--- config.mk ---
export PLATFORM = sky130hd
export DESIGN_NAME = periph_top
export DESIGN_NICKNAME = d
export VERILOG_FILES = /design/src/design/periph_pkg.sv /design/src/design/spr_file.sv /design/src/design/timer.sv /design/src/design/int_ctrl.sv /design/src/design/periph_top.sv
export SDC_FILE = /design/constraint.sdc
export NUM_CORES = 1
export LEC_CHECK = 0
export BUFFER_PORTS_ARGS = -buffer_cell sky130_fd_sc_hd__buf_2
export CORE_MARGIN = 1.5
export CORE_UTILIZATION = 54
export DETAILED_ROUTE_END_ITERATION = 8
export PLACE_DENSITY = 0.9
export RECOVER_POWER = 50
export REMOVE_ABC_BUFFERS = 1
export SLEW_MARGIN = 30
export SYNTH_ARGS = -nofsm -noshare
export SYNTH_HDL_FRONTEND = slang
export SYNTH_SLANG_ARGS = --single-unit
--- constraint.sdc ---
create_clock -name CLK -period 2.4 [get_ports CLK]
set_clock_uncertainty 0.1 [all_clocks]
set_input_delay 0.36 -clock CLK [delete_from_list [all_inputs] [get_ports CLK]]
set_output_delay 0.36 -clock CLK [all_outputs]
set_load 0.005 [all_outputs]
--- src/design/periph_pkg.sv ---
// Shared constants and types; register selects 8 to 15 decode to nothing and read as zero
package periph_pkg;

  ////////////////////
  // Widths

  localparam int data_w  = 8;
  localparam int tm_w    = 12;
  localparam int psc_w   = 3;
  localparam int num_int = 4;

  ////////////////////
  // Special register select

  typedef enum logic [3:0] {
    spr_pa  = 4'd0,
    spr_pb  = 4'd1,
    spr_pc  = 4'd2,
    spr_mk  = 4'd3,
    spr_mb  = 4'd4,
    spr_mc  = 4'd5,
    spr_tm0 = 4'd6,
    spr_tm1 = 4'd7
  } spr_sel_t;

  ////////////////////
  // Interrupts

  // Lowest index wins
  typedef enum logic [1:0] {
    ii_int0 = 2'd0,
    ii_intt = 2'd1,
    ii_int1 = 2'd2,
    ii_int2 = 2'd3
  } int_idx_t;

  typedef logic [7:0] int_vec_t;

  localparam int_vec_t vec_int0 = 8'h04;
  localparam int_vec_t vec_intt = 8'h08;
  localparam int_vec_t vec_int1 = 8'h10;
  localparam int_vec_t vec_int2 = 8'h20;

  // Reset values
  localparam logic [data_w-1:0] mk_reset   = 8'hff;
  localparam logic [data_w-1:0] mode_reset = 8'hff;
  localparam logic [tm_w-1:0]   tm_reset   = 12'hfff;

  // Oldest sample in the MSB: one low then three highs
  localparam logic [3:0] int_filter_pattern = 4'b0111;

endpackage

--- src/design/spr_file.sv ---
// Special registers; writes land at the next CLK edge, read-back is combinational, TM1 holds 4 bits
`timescale 1ns/1ns

module spr_file (
  input  logic                          CLK,
  input  logic                          rst,
  input  logic                          spr_wr,
  input  periph_pkg::spr_sel_t          spr_sel,
  input  logic [periph_pkg::data_w-1:0] spr_wdata,
  input  logic [periph_pkg::data_w-1:0] pb_in,
  input  logic [periph_pkg::data_w-1:0] pc_in,
  output logic [periph_pkg::data_w-1:0] spr_rdata,
  output logic [periph_pkg::data_w-1:0] pa_out,
  output logic [periph_pkg::data_w-1:0] pb_out,
  output logic [periph_pkg::data_w-1:0] pb_oe,
  output logic [periph_pkg::data_w-1:0] pc_out,
  output logic [periph_pkg::data_w-1:0] pc_oe,
  output logic [periph_pkg::data_w-1:0] mk,
  output logic [periph_pkg::tm_w-1:0]   tm_reload
);

  logic [periph_pkg::data_w-1:0] pa_r;
  logic [periph_pkg::data_w-1:0] pb_r;
  logic [periph_pkg::data_w-1:0] pc_r;
  logic [periph_pkg::data_w-1:0] mb_r;
  logic [periph_pkg::data_w-1:0] mc_r;
  logic [periph_pkg::data_w-1:0] mk_r;
  logic [periph_pkg::tm_w-1:0]   tm_r;

  ////////////////////
  // Register writes

  always_ff @(posedge CLK) begin
    if (rst) begin
      pa_r <= '0;
      pb_r <= '0;
      pc_r <= '0;
      mb_r <= periph_pkg::mode_reset;
      mc_r <= periph_pkg::mode_reset;
      mk_r <= periph_pkg::mk_reset;
      tm_r <= periph_pkg::tm_reset;
    end else if (spr_wr) begin
      case (spr_sel)
        periph_pkg::spr_pa:  pa_r <= spr_wdata;
        periph_pkg::spr_pb:  pb_r <= spr_wdata;
        periph_pkg::spr_pc:  pc_r <= spr_wdata;
        periph_pkg::spr_mk:  mk_r <= spr_wdata;
        periph_pkg::spr_mb:  mb_r <= spr_wdata;
        periph_pkg::spr_mc:  mc_r <= spr_wdata;
        periph_pkg::spr_tm0: tm_r[7:0] <= spr_wdata;
        periph_pkg::spr_tm1: tm_r[11:8] <= spr_wdata[3:0];
        default: ;
      endcase
    end
  end

  ////////////////////
  // Port pin control

  // Mode bit set means input
  assign pb_oe = ~mb_r;

  // PC6..PC2 are fixed, PC7 and PC1..PC0 follow MC
  assign pc_oe = {~mc_r[7], 5'b11110, ~mc_r[1:0]};

  assign pa_out = pa_r;
  assign pb_out = pb_r;
  // Control-function pins keep their port data off the pin
  assign pc_out = pc_r & {mc_r[7:2], ~mc_r[1:0]};

  assign mk        = mk_r;
  assign tm_reload = tm_r;

  ////////////////////
  // Read-back

  always_comb begin
    case (spr_sel)
      periph_pkg::spr_pa:  spr_rdata = pa_r;
      periph_pkg::spr_pb:  spr_rdata = (pb_in & ~pb_oe) | (pb_r & pb_oe);
      periph_pkg::spr_pc:  spr_rdata = (pc_in & ~pc_oe) | (pc_r & pc_oe);
      periph_pkg::spr_mk:  spr_rdata = mk_r;
      periph_pkg::spr_mb:  spr_rdata = mb_r;
      periph_pkg::spr_mc:  spr_rdata = mc_r;
      periph_pkg::spr_tm0: spr_rdata = tm_r[7:0];
      periph_pkg::spr_tm1: spr_rdata = {4'b0000, tm_r[11:8]};
      default:             spr_rdata = '0;
    endcase
  end

endmodule

--- src/design/timer.sv ---
// Timer counts every CLK; underflow comes (TM+1)*8 cycles after a reload, no timer output pin
`timescale 1ns/1ns

module timer (
  input  logic                        CLK,
  input  logic                        rst,
  input  logic                        stm,
  input  logic [periph_pkg::tm_w-1:0] tm_reload,
  output logic                        timer_uf
);

  localparam int cnt_w = periph_pkg::tm_w + periph_pkg::psc_w;

  // Upper bits are the 12-bit count, lower bits the /8 prescaler
  logic [cnt_w-1:0] cnt;
  logic             reload;

  ////////////////////
  // Underflow

  assign timer_uf = (cnt == '0);

  // Either source restarts the prescaler as well
  assign reload = timer_uf | stm;

  ////////////////////
  // Down counter

  always_ff @(posedge CLK) begin
    if (rst) begin
      cnt <= '1;
    end else if (reload) begin
      cnt <= {tm_reload, {periph_pkg::psc_w{1'b1}}};
    end else begin
      cnt <= cnt - cnt_w'(1);
    end
  end

endmodule

--- src/design/int_ctrl.sv ---
// Interrupt controller; INT1/INT2 need 3 high samples after a low, INT0 is level, no INTS source
`timescale 1ns/1ns

module int_ctrl (
  input  logic                          CLK,
  input  logic                          rst,
  input  logic                          int0,
  input  logic                          int1,
  input  logic                          int2,
  input  logic                          timer_uf,
  input  logic [periph_pkg::data_w-1:0] mk,
  input  logic                          fetch,
  input  logic                          ie_wr,
  input  logic                          ie_val,
  input  logic                          irf_clr,
  input  periph_pkg::int_idx_t          irf_idx,
  output logic                          int_req,
  output periph_pkg::int_vec_t          int_vector,
  output logic                          ie,
  output logic                          irf_hit
);

  logic [3:0]                     int1_hist;
  logic [3:0]                     int2_hist;
  logic [periph_pkg::num_int-1:0] pend;
  logic [periph_pkg::num_int-1:0] pend_set;
  logic [periph_pkg::num_int-1:0] pend_clr;
  logic [periph_pkg::num_int-1:0] ack_clr;
  logic [periph_pkg::num_int-1:0] enabled;
  logic [periph_pkg::num_int-1:0] taken;
  logic [periph_pkg::num_int-1:0] ack;

  ////////////////////
  // Edge filters

  always_ff @(posedge CLK) begin
    if (rst) begin
      int1_hist <= '0;
      int2_hist <= '0;
    end else begin
      int1_hist <= {int1_hist[2:0], int1};
      // MK5 low selects falling-edge INT2
      int2_hist <= {int2_hist[2:0], int2 ^ ~mk[5]};
    end
  end

  ////////////////////
  // Pending flags

  always_comb begin
    pend_set = '0;
    pend_set[periph_pkg::ii_int0] = int0 & ~pend[periph_pkg::ii_int0];
    pend_set[periph_pkg::ii_intt] = timer_uf;
    pend_set[periph_pkg::ii_int1] = (int1_hist == periph_pkg::int_filter_pattern);
    pend_set[periph_pkg::ii_int2] = (int2_hist == periph_pkg::int_filter_pattern);
  end

  // Taken source is retired at the next fetch
  assign ack_clr = fetch ? ack : '0;

  always_comb begin
    pend_clr = ack_clr;
    pend_clr[periph_pkg::ii_int0] = ack_clr[periph_pkg::ii_int0] | ~int0;
    if (irf_clr) begin
      pend_clr[irf_idx] = 1'b1;
    end
  end

  always_ff @(posedge CLK) begin
    if (rst) begin
      pend <= '0;
    end else begin
      pend <= (pend & ~pend_clr) | pend_set;
    end
  end

  assign irf_hit = pend[irf_idx];

  ////////////////////
  // Acknowledge state

  // MK bits 0..3 mask the sources in index order
  assign enabled = {periph_pkg::num_int{ie}} & ~mk[periph_pkg::num_int-1:0];

  always_ff @(posedge CLK) begin
    if (rst) begin
      taken <= '0;
      ie    <= 1'b0;
    end else begin
      if (fetch) begin
        taken <= pend & ~ack_clr & enabled;
      end
      if (fetch && int_req) begin
        ie <= 1'b0;
      end else if (ie_wr) begin
        ie <= ie_val;
      end
    end
  end

  // Priority encoder
  always_comb begin
    ack = '0;
    for (int i = periph_pkg::num_int - 1; i >= 0; i--) begin
      if (taken[i]) begin
        ack    = '0;
        ack[i] = 1'b1;
      end
    end
  end

  assign int_req = |taken;

  always_comb begin
    case (1'b1)
      ack[periph_pkg::ii_int0]: int_vector = periph_pkg::vec_int0;
      ack[periph_pkg::ii_intt]: int_vector = periph_pkg::vec_intt;
      ack[periph_pkg::ii_int1]: int_vector = periph_pkg::vec_int1;
      ack[periph_pkg::ii_int2]: int_vector = periph_pkg::vec_int2;
      default:                  int_vector = '0;
    endcase
  end

endmodule

--- src/design/periph_top.sv ---
// Peripheral block top; CPU side is plain one-cycle strobes with no handshake
`timescale 1ns/1ns

module periph_top (
  input  logic                          CLK,
  input  logic                          rst,
  input  logic                          spr_wr,
  input  periph_pkg::spr_sel_t          spr_sel,
  input  logic [periph_pkg::data_w-1:0] spr_wdata,
  output logic [periph_pkg::data_w-1:0] spr_rdata,
  input  logic                          stm,
  input  logic                          fetch,
  input  logic                          ie_wr,
  input  logic                          ie_val,
  input  logic                          irf_clr,
  input  periph_pkg::int_idx_t          irf_idx,
  input  logic                          int0,
  input  logic                          int1,
  input  logic                          int2,
  input  logic [periph_pkg::data_w-1:0] pb_in,
  input  logic [periph_pkg::data_w-1:0] pc_in,
  output logic [periph_pkg::data_w-1:0] pa_out,
  output logic [periph_pkg::data_w-1:0] pb_out,
  output logic [periph_pkg::data_w-1:0] pb_oe,
  output logic [periph_pkg::data_w-1:0] pc_out,
  output logic [periph_pkg::data_w-1:0] pc_oe,
  output logic                          int_req,
  output periph_pkg::int_vec_t          int_vector,
  output logic                          ie,
  output logic                          irf_hit
);

  logic [periph_pkg::data_w-1:0] mk;
  logic [periph_pkg::tm_w-1:0]   tm_reload;
  logic                          timer_uf;

  ////////////////////
  // Register file and ports

  spr_file u_spr_file (
    .CLK       (CLK),
    .rst       (rst),
    .spr_wr    (spr_wr),
    .spr_sel   (spr_sel),
    .spr_wdata (spr_wdata),
    .pb_in     (pb_in),
    .pc_in     (pc_in),
    .spr_rdata (spr_rdata),
    .pa_out    (pa_out),
    .pb_out    (pb_out),
    .pb_oe     (pb_oe),
    .pc_out    (pc_out),
    .pc_oe     (pc_oe),
    .mk        (mk),
    .tm_reload (tm_reload)
  );

  timer u_timer (
    .CLK       (CLK),
    .rst       (rst),
    .stm       (stm),
    .tm_reload (tm_reload),
    .timer_uf  (timer_uf)
  );

  ////////////////////
  // Interrupts

  int_ctrl u_int_ctrl (
    .CLK        (CLK),
    .rst        (rst),
    .int0       (int0),
    .int1       (int1),
    .int2       (int2),
    .timer_uf   (timer_uf),
    .mk         (mk),
    .fetch      (fetch),
    .ie_wr      (ie_wr),
    .ie_val     (ie_val),
    .irf_clr    (irf_clr),
    .irf_idx    (irf_idx),
    .int_req    (int_req),
    .int_vector (int_vector),
    .ie         (ie),
    .irf_hit    (irf_hit)
  );

endmodule

; After elaboration in Yosys (flattened, before gate mapping)
; Index checks and enable logic that the tools add are counted.
[classes]
addsub = 1
order_cmp = 2
n_eq_ne = 9
n_mux = 16
bitwise = 28
n_reduce_logical = 15
[op_table]
columns = cell, n
row1 = 8-bit one-hot mux with 8 select lines, 1
row2 = 8-bit bitwise AND, 5
row3 = 4-bit by 3-bit equality test with 1-bit output (second input constant), 6
row4 = 4-bit 2-to-1 mux, 6
row5 = 8-bit 2-to-1 mux, 3
row6 = 8-bit NOT, 3
row7 = 4-bit bitwise AND, 4
row8 = 8-bit OR, 2
row9 = 2-bit AND reduction, 8
row10 = 15-bit zero test, 1
row11 = 15-bit 2-to-1 mux, 1
row12 = 15-bit by 1-bit subtractor with 15-bit output (second input constant), 1
row13 = 4-bit NOT, 3
row14 = 4-bit by 2-bit equality test with 1-bit output (second input constant), 2
row15 = 4-bit OR, 2
row16 = 6-bit 2-to-1 mux, 1
row17 = 4-bit by 1-bit equality test with 1-bit output (second input constant), 1
row18 = 4-bit zero test, 1
row19 = 1-bit NOT, 4
row20 = 2-bit OR reduction, 2
row21 = 4-bit OR reduction, 1
row22 = 2-bit by 3-bit < comparator with 1-bit output (second input constant), 1
row23 = 1-bit binary-select mux with 2-bit select, 1
row24 = 1-bit demux with 2-bit select, 1
row25 = other kinds (7), 10
[word_totals]
ff_bits = 92
out_inout_bits = 59
word_cells = 86

; Logic depth before layout (Yosys ltp)
; Gate-level depths: netlist of the first run.
[logic_depth]
ltp_word = 11
mapped_depth = 7
mapped_depth_nobuf = 6

; Hierarchy
; Synthesis of the first run repeated with hierarchy kept, for this count alone.
[unflattened]
hier_cells = 542
area_unflattened_um2 = 4700.8
[modules_own_cells]
columns = mod, instances, cells_per_inst, area_per_inst_um2, seq_area_each_um2
row1 = spr_file, 1, 383, 3118.0, 1201.2
row2 = timer, 1, 87, 828.3, 300.3
row3 = int_ctrl, 1, 72, 754.5, 340.3

; Least setup slack after synthesis of the first run
; OpenSTA, ideal clock, no wires.
[synth_path]
path_type = input to output
startpoint = input port spr_sel[1]
endpoint = output port spr_rdata[1] in the netlist's numbering
arrival_time_ns = 1.430
required_ns = 1.940
setup_slack_ns = 0.510
stages = 6
n_path_buf = 3
path_cell_list = buf_2 buf_4 buf_2 mux2_2 nand3_1 o221ai_1
[synth_via]
elab_chain_cells = 2
[synth_lines]
columns = element, line
row1 = start: declaration, periph_top.sv:8  ; input periph_pkg::spr_sel_t spr_sel,
row2 = "4-bit by 3-bit equality test with 1-bit output, or another cell as far along", spr_file.sv:78  ; case (spr_sel)
row3 = 8-bit one-hot mux with 8 select lines (*), spr_file.sv:78
row4 = end: declaration, periph_top.sv:10  ; output logic [periph_pkg::data_w-1:0] spr_rdata,
; Mark *: on every way between the ends. The rest lies on a longest branch, timed or not.

; Worst setup path in the final report of the first run
[layout_path]
startpoint = register u_spr_file.mb_r[6] in the netlist's numbering
endpoint = output port spr_rdata[6] in the netlist's numbering
[layout_via]
elab_chain_cells = 5
[layout_lines]
columns = element, line
row1 = start: declaration, spr_file.sv:25  ; logic [periph_pkg::data_w-1:0] mb_r;
row2 = start signal: assignment, spr_file.sv:38  ; mb_r <= periph_pkg::mode_reset;
row3 = start signal: assignment, spr_file.sv:48  ; periph_pkg::spr_mb: mb_r <= spr_wdata;
row4 = 8-bit NOT, spr_file.sv:61  ; assign pb_oe = ~mb_r;
row5 = 8-bit NOT, spr_file.sv:80  ; periph_pkg::spr_pb: spr_rdata = (pb_in & ~pb_oe) | (pb_r & pb_oe);
row6 = 8-bit bitwise AND, spr_file.sv:80
row7 = 8-bit OR, spr_file.sv:80
row8 = 8-bit one-hot mux with 8 select lines (*), spr_file.sv:78
; Marked as above.

==> results.md, run 1 <==
- Status: finished clean
- Non-Filler Instances: 713
- Critical Path Source Type: flip-flop
- CTS tree: done
- Routed Antenna Nets: 0
- Reg2reg path depth: 6
- Initial Util: 55.26%
- Final WS setup: 90.33 ps
- Worst EP required: 1940 ps
- Tmin final: 2310 ps
- Die X: 94.47 um
- Layout area overhead: 14.76%
- Site Rows: 33
- Worst-margin pin slew: 1220 ps
- N_diodes: 0
- Syn. warnings: 0
- Max H-tree Level: 3
- Crit Reg-Reg Endpoint: u_timer.cnt[13]
- Placer Congestion: 0.9372
- Total Routing Usage GR: 28.80%
- Register area share after synthesis: 40.76%
- Hold Crit Depth: 2
- HP Start: int1
- Hold_buf cts: 0
- DR vias: 4335
- R2r setup slk: 430 ps
- FILL cells: 649
- Core area: 8175 sq um
- Worst slew margin: 18.68%
- Final setup TNS: 0 ps
- Post-synth EDFFs: 0
- PwrDens: 569.4 nW/um^2
- Period utilization: 96.24%
- Post-DR vias/cell: 6.080
- Dpl cells: 697
- Antenna violations before repair: 0
- 1st-iter DRT viols: 337
- Post-CTS resize count: 0
- Final WL: 12260 um
- Mapped Area: 4518 sq um
- Crit path capture type: output port
- RSZ-0062 raised after global routing: no
- Congestion Overflow GR: 0
- Synth Flop Type: dfxtp_1
- CTS buffer count: 9
- Worst setup startpoint: u_spr_file.mb_r[6]
- Critical path type: flip-flop to output port
- Synth top area cells: dfxtp_1 (41%), mux2i_1 (7.3%), nand2_1 (6.8%), nand3_1 (3.8%), a21oi_1 (2.8%)
- CP Data Arrival Time: 1850 ps
- Syn avg cell area: 8.689 sq um
- Yosys cell types: 67
- Hpwl dp: 8583 um
- Cells after synthesis: 520
- Max Fanout on Critical Path: 2
- Pin count of the biggest net entering global routing: 28
- Min-Delay Path Class: input pin to flip-flop
- First-pass GRT wire length: 20060 um
- Max VDD drop: 0.3230 mV
- Chip height: 94.47 um
- Critical R2R Launch: u_timer.cnt[0]
- Die area: 8925 sq um
- Hold path endpoint: u_int_ctrl.int1_hist[0]
- Leak Pwr: 2.321 nW
- Nets: 646
- Maximum Capacitance Violations: 0
- CTS Buffer Depth: 2
- Placed inst area: 5054 sq um
- Final setup fails: 0
- Pins Over Slew Limit: 0
- Final instance area: 5185 sq um
- Worst-path clk slew: 90 ps
- Worst slack, placed: 157.1 ps
- Maximum achievable frequency: 433.0 MHz
- Layout cells sized above 1: 20.39%
- Async set or reset register ratio after synthesis: 0%
- First-pass iteration count of the detailed router: 5
- Yosys reg bits: 92
- Clk sinks: 92
- Clk_lat worst skew: 360 ps
- DRC Markers: 0
- DR WL/cell: 17.20 um
- Ports: 100
- Share of the synthesized area in the top cell type: 40.76%
- Vias in the first global route: 4206
- Endpoints failing hold: 0
- Root Buffer: clkbuf_8
- Count of input and output buffers: 86
- Post CTS Setup Buffer Count: 0
- Yosys top cell by area: dfxtp_1
==> Yosys cell counts, drive strengths merged (3+ instances only) <==
master,instances
nand3b,3
mux2,3
buf,24
xor2,7
mux2i,33
a31oi,4
nor4,5
nor4b,6
a21oi,26
o21ai,16
nor3b,5
and2,7
nand2,82
nand4b,6
nor3,9
a21boi,3
o211ai,15
inv,17
nand4,4
mux4,4
a22o,3
nor2b,16
and3,4
dfxtp,92
clkbuf,19
nor2,29
nand2b,5
nand3,36
xnor2,4
==> worst max-delay path, cell delays in order (launching register included) <==
cell and delay, ps:
dfxtp_1 350, mux2_2 330, mux4_2 450, nor2_1 110, a311oi_1 70, buf_2 170
==> stage by stage <==
| step | total power (W) | hold slack, ps | util [%] |
|---|---|---|---|
| 2_1_floorplan | 0.001761 | 290.9 | - |
| 3_3_place_gp | 0.001927 | 305.3 | 61.82 |
| 3_5_place_dp | 0.001937 | 318.4 | 61.82 |
| 4_1_cts | 0.002961 | 96.62 | 64.26 |
| 5_1_grt | 0.003058 | 114.6 | 63.42 |
| 6_report | 0.002952 | 103.3 | 63.42 |
==> flip-flops by register name (all words and copies together) (netlist names) <==
signal,count
u_spr_file.mc_r,8
u_int_ctrl.ie,1
u_int_ctrl.taken,4
u_int_ctrl.int1_hist,4
u_int_ctrl.int2_hist,4
u_spr_file.pa_out,8
u_spr_file.mb_r,8
u_int_ctrl.pend,4
u_spr_file.pc_r,8
u_spr_file.mk,8
u_spr_file.pb_out,8
u_spr_file.tm_reload,12
u_timer.cnt,15
==> placed cells by master (no fill, tap or decap), types with 3 or more instances in the layout <==
cell type,count
nand3b_1,3
buf_2,71
nor3_1,9
nor4b_1,4
mux2i_1,33
nor2b_1,16
nand4b_1,6
a22o_1,3
clkbuf_1,18
and2_0,3
nor2_1,28
xnor2_1,4
a21oi_1,25
o211ai_1,15
a21boi_0,3
mux2_2,3
nand2_1,82
xor2_1,7
and2_1,4
a31oi_1,4
conb_1,9
nand4_1,4
o21ai_0,15
nor3b_1,4
buf_4,15
inv_1,17
dfxtp_1,92
mux4_2,4
clkbuf_8,9
nand3_1,34
and3_1,4
nand2b_1,5
==> worst max-delay path by stage <==
stage / end / cells after the start
CTS: spr_rdata[6] / 5
global route: spr_rdata[6] / 5
detailed placement: spr_rdata[4] / 6
global placement: spr_rdata[4] / 6
floorplan: spr_rdata[5] / 4
finish: spr_rdata[6] / 5
==> where the power goes <==
group | internal, W | leakage (nW) | switching, W
logic | 0.000129 | 1.48 | 0.000190
registers | 0.00156 | 0.748 | 0.0000297
clock network | 0.000486 | 0.0958 | 0.000560
total | 0.00217 | 2.32 | 0.000780
==> kinds of logic (layout without fill, tap and decap cells) <==
kind of cell	after synthesis	after routing	synth area share, %
and+or+nand+nor	225	225	26.95
DFF	92	92	40.76
AOI/OAI and AO/OA	88	88	12.88
buffers and inverters	60	141	6.508
muxes	40	40	10.05
xor gates and xnor gates	11	11	2.132
adders and majority gates	2	2	0.5538
other	2	9	0.1662
==> per-layer routing <==
layer,wire length (um),GRT usage (%)
met3,1120,6.039
met2,5748,46.88
met4,537,14.68
met5,0,0
met1,4855,35.95
==> layout make-up <==
type,instances,area [sq um],area share [%]
Sequential cell,92,1842,35.52
Timing Repair Buffer,108,568.0,10.96
Multi-Input combinational cell,375,2380,45.90
Tap cell,105,131.4,2.534
Inverter,17,63.81,1.231
Clock inverter,7,76.32,1.472
Clock buffer,9,123.9,2.389
Power figures use the tool's default switching activity.
==> inputs of run 2 (changes only) <==
--- a/config.mk
+++ b/config.mk
@@ -6,6 +6,7 @@
 export NUM_CORES = 1
 export LEC_CHECK = 0
 export BUFFER_PORTS_ARGS = -buffer_cell sky130_fd_sc_hd__buf_2
+export CORE_ASPECT_RATIO = 0.8
 export CORE_MARGIN = 1.5
 export CORE_UTILIZATION = 54
 export DETAILED_ROUTE_END_ITERATION = 8
==> run 2 against run 1 <==
Clock power rose by 4%. Global-route usage down 0.12 points. Fmax grew 1.4%. Flip-flop and latch count stayed put. Clock-buffer cell count grew 4. Final cell count rose by 0.56%. Die area about the same. Sequential share of layout area fell by 0.15 points. Sequential power about the same.
==> results.md, run 2 (synthesis gave the netlist of run 1 again) <==
- DRC Markers: 0
- Hpwl dp: 8855 um
- Max FFs per register: 15
- HP Start: int0
- Dpl cells: 701
- Hold path endpoint: u_int_ctrl.pend[0]
- Max incr delay on CP: 450 ps
- Hold Crit Depth: 2
- CP Data Arrival Time: 1820 ps
- Critical Path Source Type: flip-flop
- Top reg by flops: u_timer.cnt
- 1st-iter DRT viols: 326
- Crit Reg-Reg Endpoint: u_timer.cnt[13]
- N_diodes: 0
- Max VDD drop: 0.4335 mV
- Clk sinks: 92
- Layout cells sized above 1: 21.67%
- Maximum Capacitance Violations: 0
- First-pass iteration count of the detailed router: 5
- Endpoints failing hold: 0
- Layout area overhead: 15.26%
- Reg2reg path depth: 6
- Routed Antenna Nets: 0
- Final instance area: 5207 sq um
- Die area: 8928 sq um
- Chip height: 84.82 um
- RSZ-0062 raised after global routing: no
- Most frequent cells in the layout: dfxtp_1 (92), nand2_1 (82), buf_2 (81)
- Period utilization: 94.88%
- Vias in the first global route: 3998
- Hold_buf cts: 0
- Root Buffer: clkbuf_8
- Worst-margin pin slew: 1478 ps
- Placed inst area: 5052 sq um
- Crit path capture type: output port
- FILL cells: 695
- Core area: 8019 sq um
- Min-Delay Path Class: input pin to flip-flop
- Maximum achievable frequency: 439.2 MHz
- Critical R2R Launch: u_timer.cnt[0]
- Slowest CP cell: mux4_2
- Count of input and output buffers: 86
- CP Cell Sequence: mux2_2 > mux4_2 > nor2_1 > a311oi_1 > buf_2
- Leak Pwr: 2.372 nW
- Nets: 647
- Critical path type: flip-flop to output port
- Total Routing Usage GR: 28.68%
- Pins Over Slew Limit: 0
- Placer Congestion: 0.9139
- Max H-tree Level: 3
- Final core utilization: 64.94%
- CTS buffer count: 9
- Antenna violations before repair: 0
- Congestion Overflow GR: 0
- First-pass GRT wire length: 19960 um
- Post-DR vias/cell: 5.810
- Worst EP required: 1940 ps
- CTS Buffer Depth: 2
- Worst slew margin: 1.439%
- Final WL: 12470 um
- Tmin final: 2277 ps
- R2r setup slk: 400 ps
- Post-CTS resize count: 0
- Pin count of the biggest net entering global routing: 36
- Ports: 100
- CTS tree: done
- DR WL/cell: 17.39 um
- Status: finished clean
- Final setup TNS: 0 ps
- DR vias: 4166
- Most common cell after layout, fill and taps aside: dfxtp_1
- PwrDens: 575.8 nW/um^2
- Die X: 105.3 um
- Initial Util: 56.34%
- Worst-path clk slew: 80 ps
- Clk_lat worst skew: 380 ps
- Post CTS Setup Buffer Count: 0
- Site Rows: 29
- Non-Filler Instances: 717
- Final setup fails: 0
- Max Fanout on Critical Path: 2
[run 2: cell types whose count changed in the layout (fill, tap and decap cells not counted), sizes merged]
cell,previous run,this run
buf,89,99
clkbuf,28,23
clkinv,3,0
inv,18,17
[run 2: worst max path at each step]
| stage | start | end | slack, ps | cells past startpoint |
|---|---|---|---|---|
| 2_1_floorplan | spr_sel[1] | spr_rdata[5] | 560 | 4 |
| 3_3_place_gp | spr_sel[1] | spr_rdata[6] | 230 | 6 |
| 3_5_place_dp | spr_sel[1] | spr_rdata[1] | 210 | 7 |
| 4_1_cts | u_spr_file.mb_r[6] | spr_rdata[6] | 130 | 5 |
| 5_1_grt | u_spr_file.mb_r[6] | spr_rdata[6] | 60 | 5 |
| 6_report | u_spr_file.mb_r[6] | spr_rdata[6] | 120 | 5 |
[run 2: layer usage]
layer  up-vias  share of wire, %  GRT usage (%)
met2       198                47          45.45
met1      1970                43          37.76
met4         0               1.4          9.838
li1       1980                 -              -
met5         -                 0              0
met3        18               8.7          8.295
[run 2: stage by stage]
stage | setup slack [ps] | hold slack, ps | power (W)
2_1_floorplan | 563.8 | 290.9 | 0.001761
3_3_place_gp | 234.6 | 310.0 | 0.001930
3_5_place_dp | 207.1 | 307.9 | 0.001939
4_1_cts | 132.4 | 100.1 | 0.003002
5_1_grt | 62.35 | 103.5 | 0.003101
6_report | 123.0 | 107.3 | 0.002999
[run 2: report_power, final]
part / switching (W) / internal [W] / leakage [nW]
sequential: 0.0000303 / 0.00156 / 0.748
clock: 0.000552 / 0.000539 / 0.0959
combinational: 0.000188 / 0.000131 / 1.53
total: 0.000771 / 0.00223 / 2.37
[run 2: critical path, delay by kind of cell (launching register included)]
family          cells  cell delay (ps)
compound gates      1               60
flops               1              350
mux                 2              780
simple gates        1               90
buf+inv             1              160
[run 2: final cells by class]
cell class / count / area [sq um] / share of cell area (%)
Clock buffer: 13 / 158.9 / 3.051
Clock inverter: 3 / 45.04 / 0.8650
Inverter: 17 / 63.81 / 1.225
Multi-Input combinational cell: 375 / 2385 / 45.80
Sequential cell: 92 / 1842 / 35.37
Tap cell: 108 / 135.1 / 2.595
Timing Repair Buffer: 109 / 578.1 / 11.10
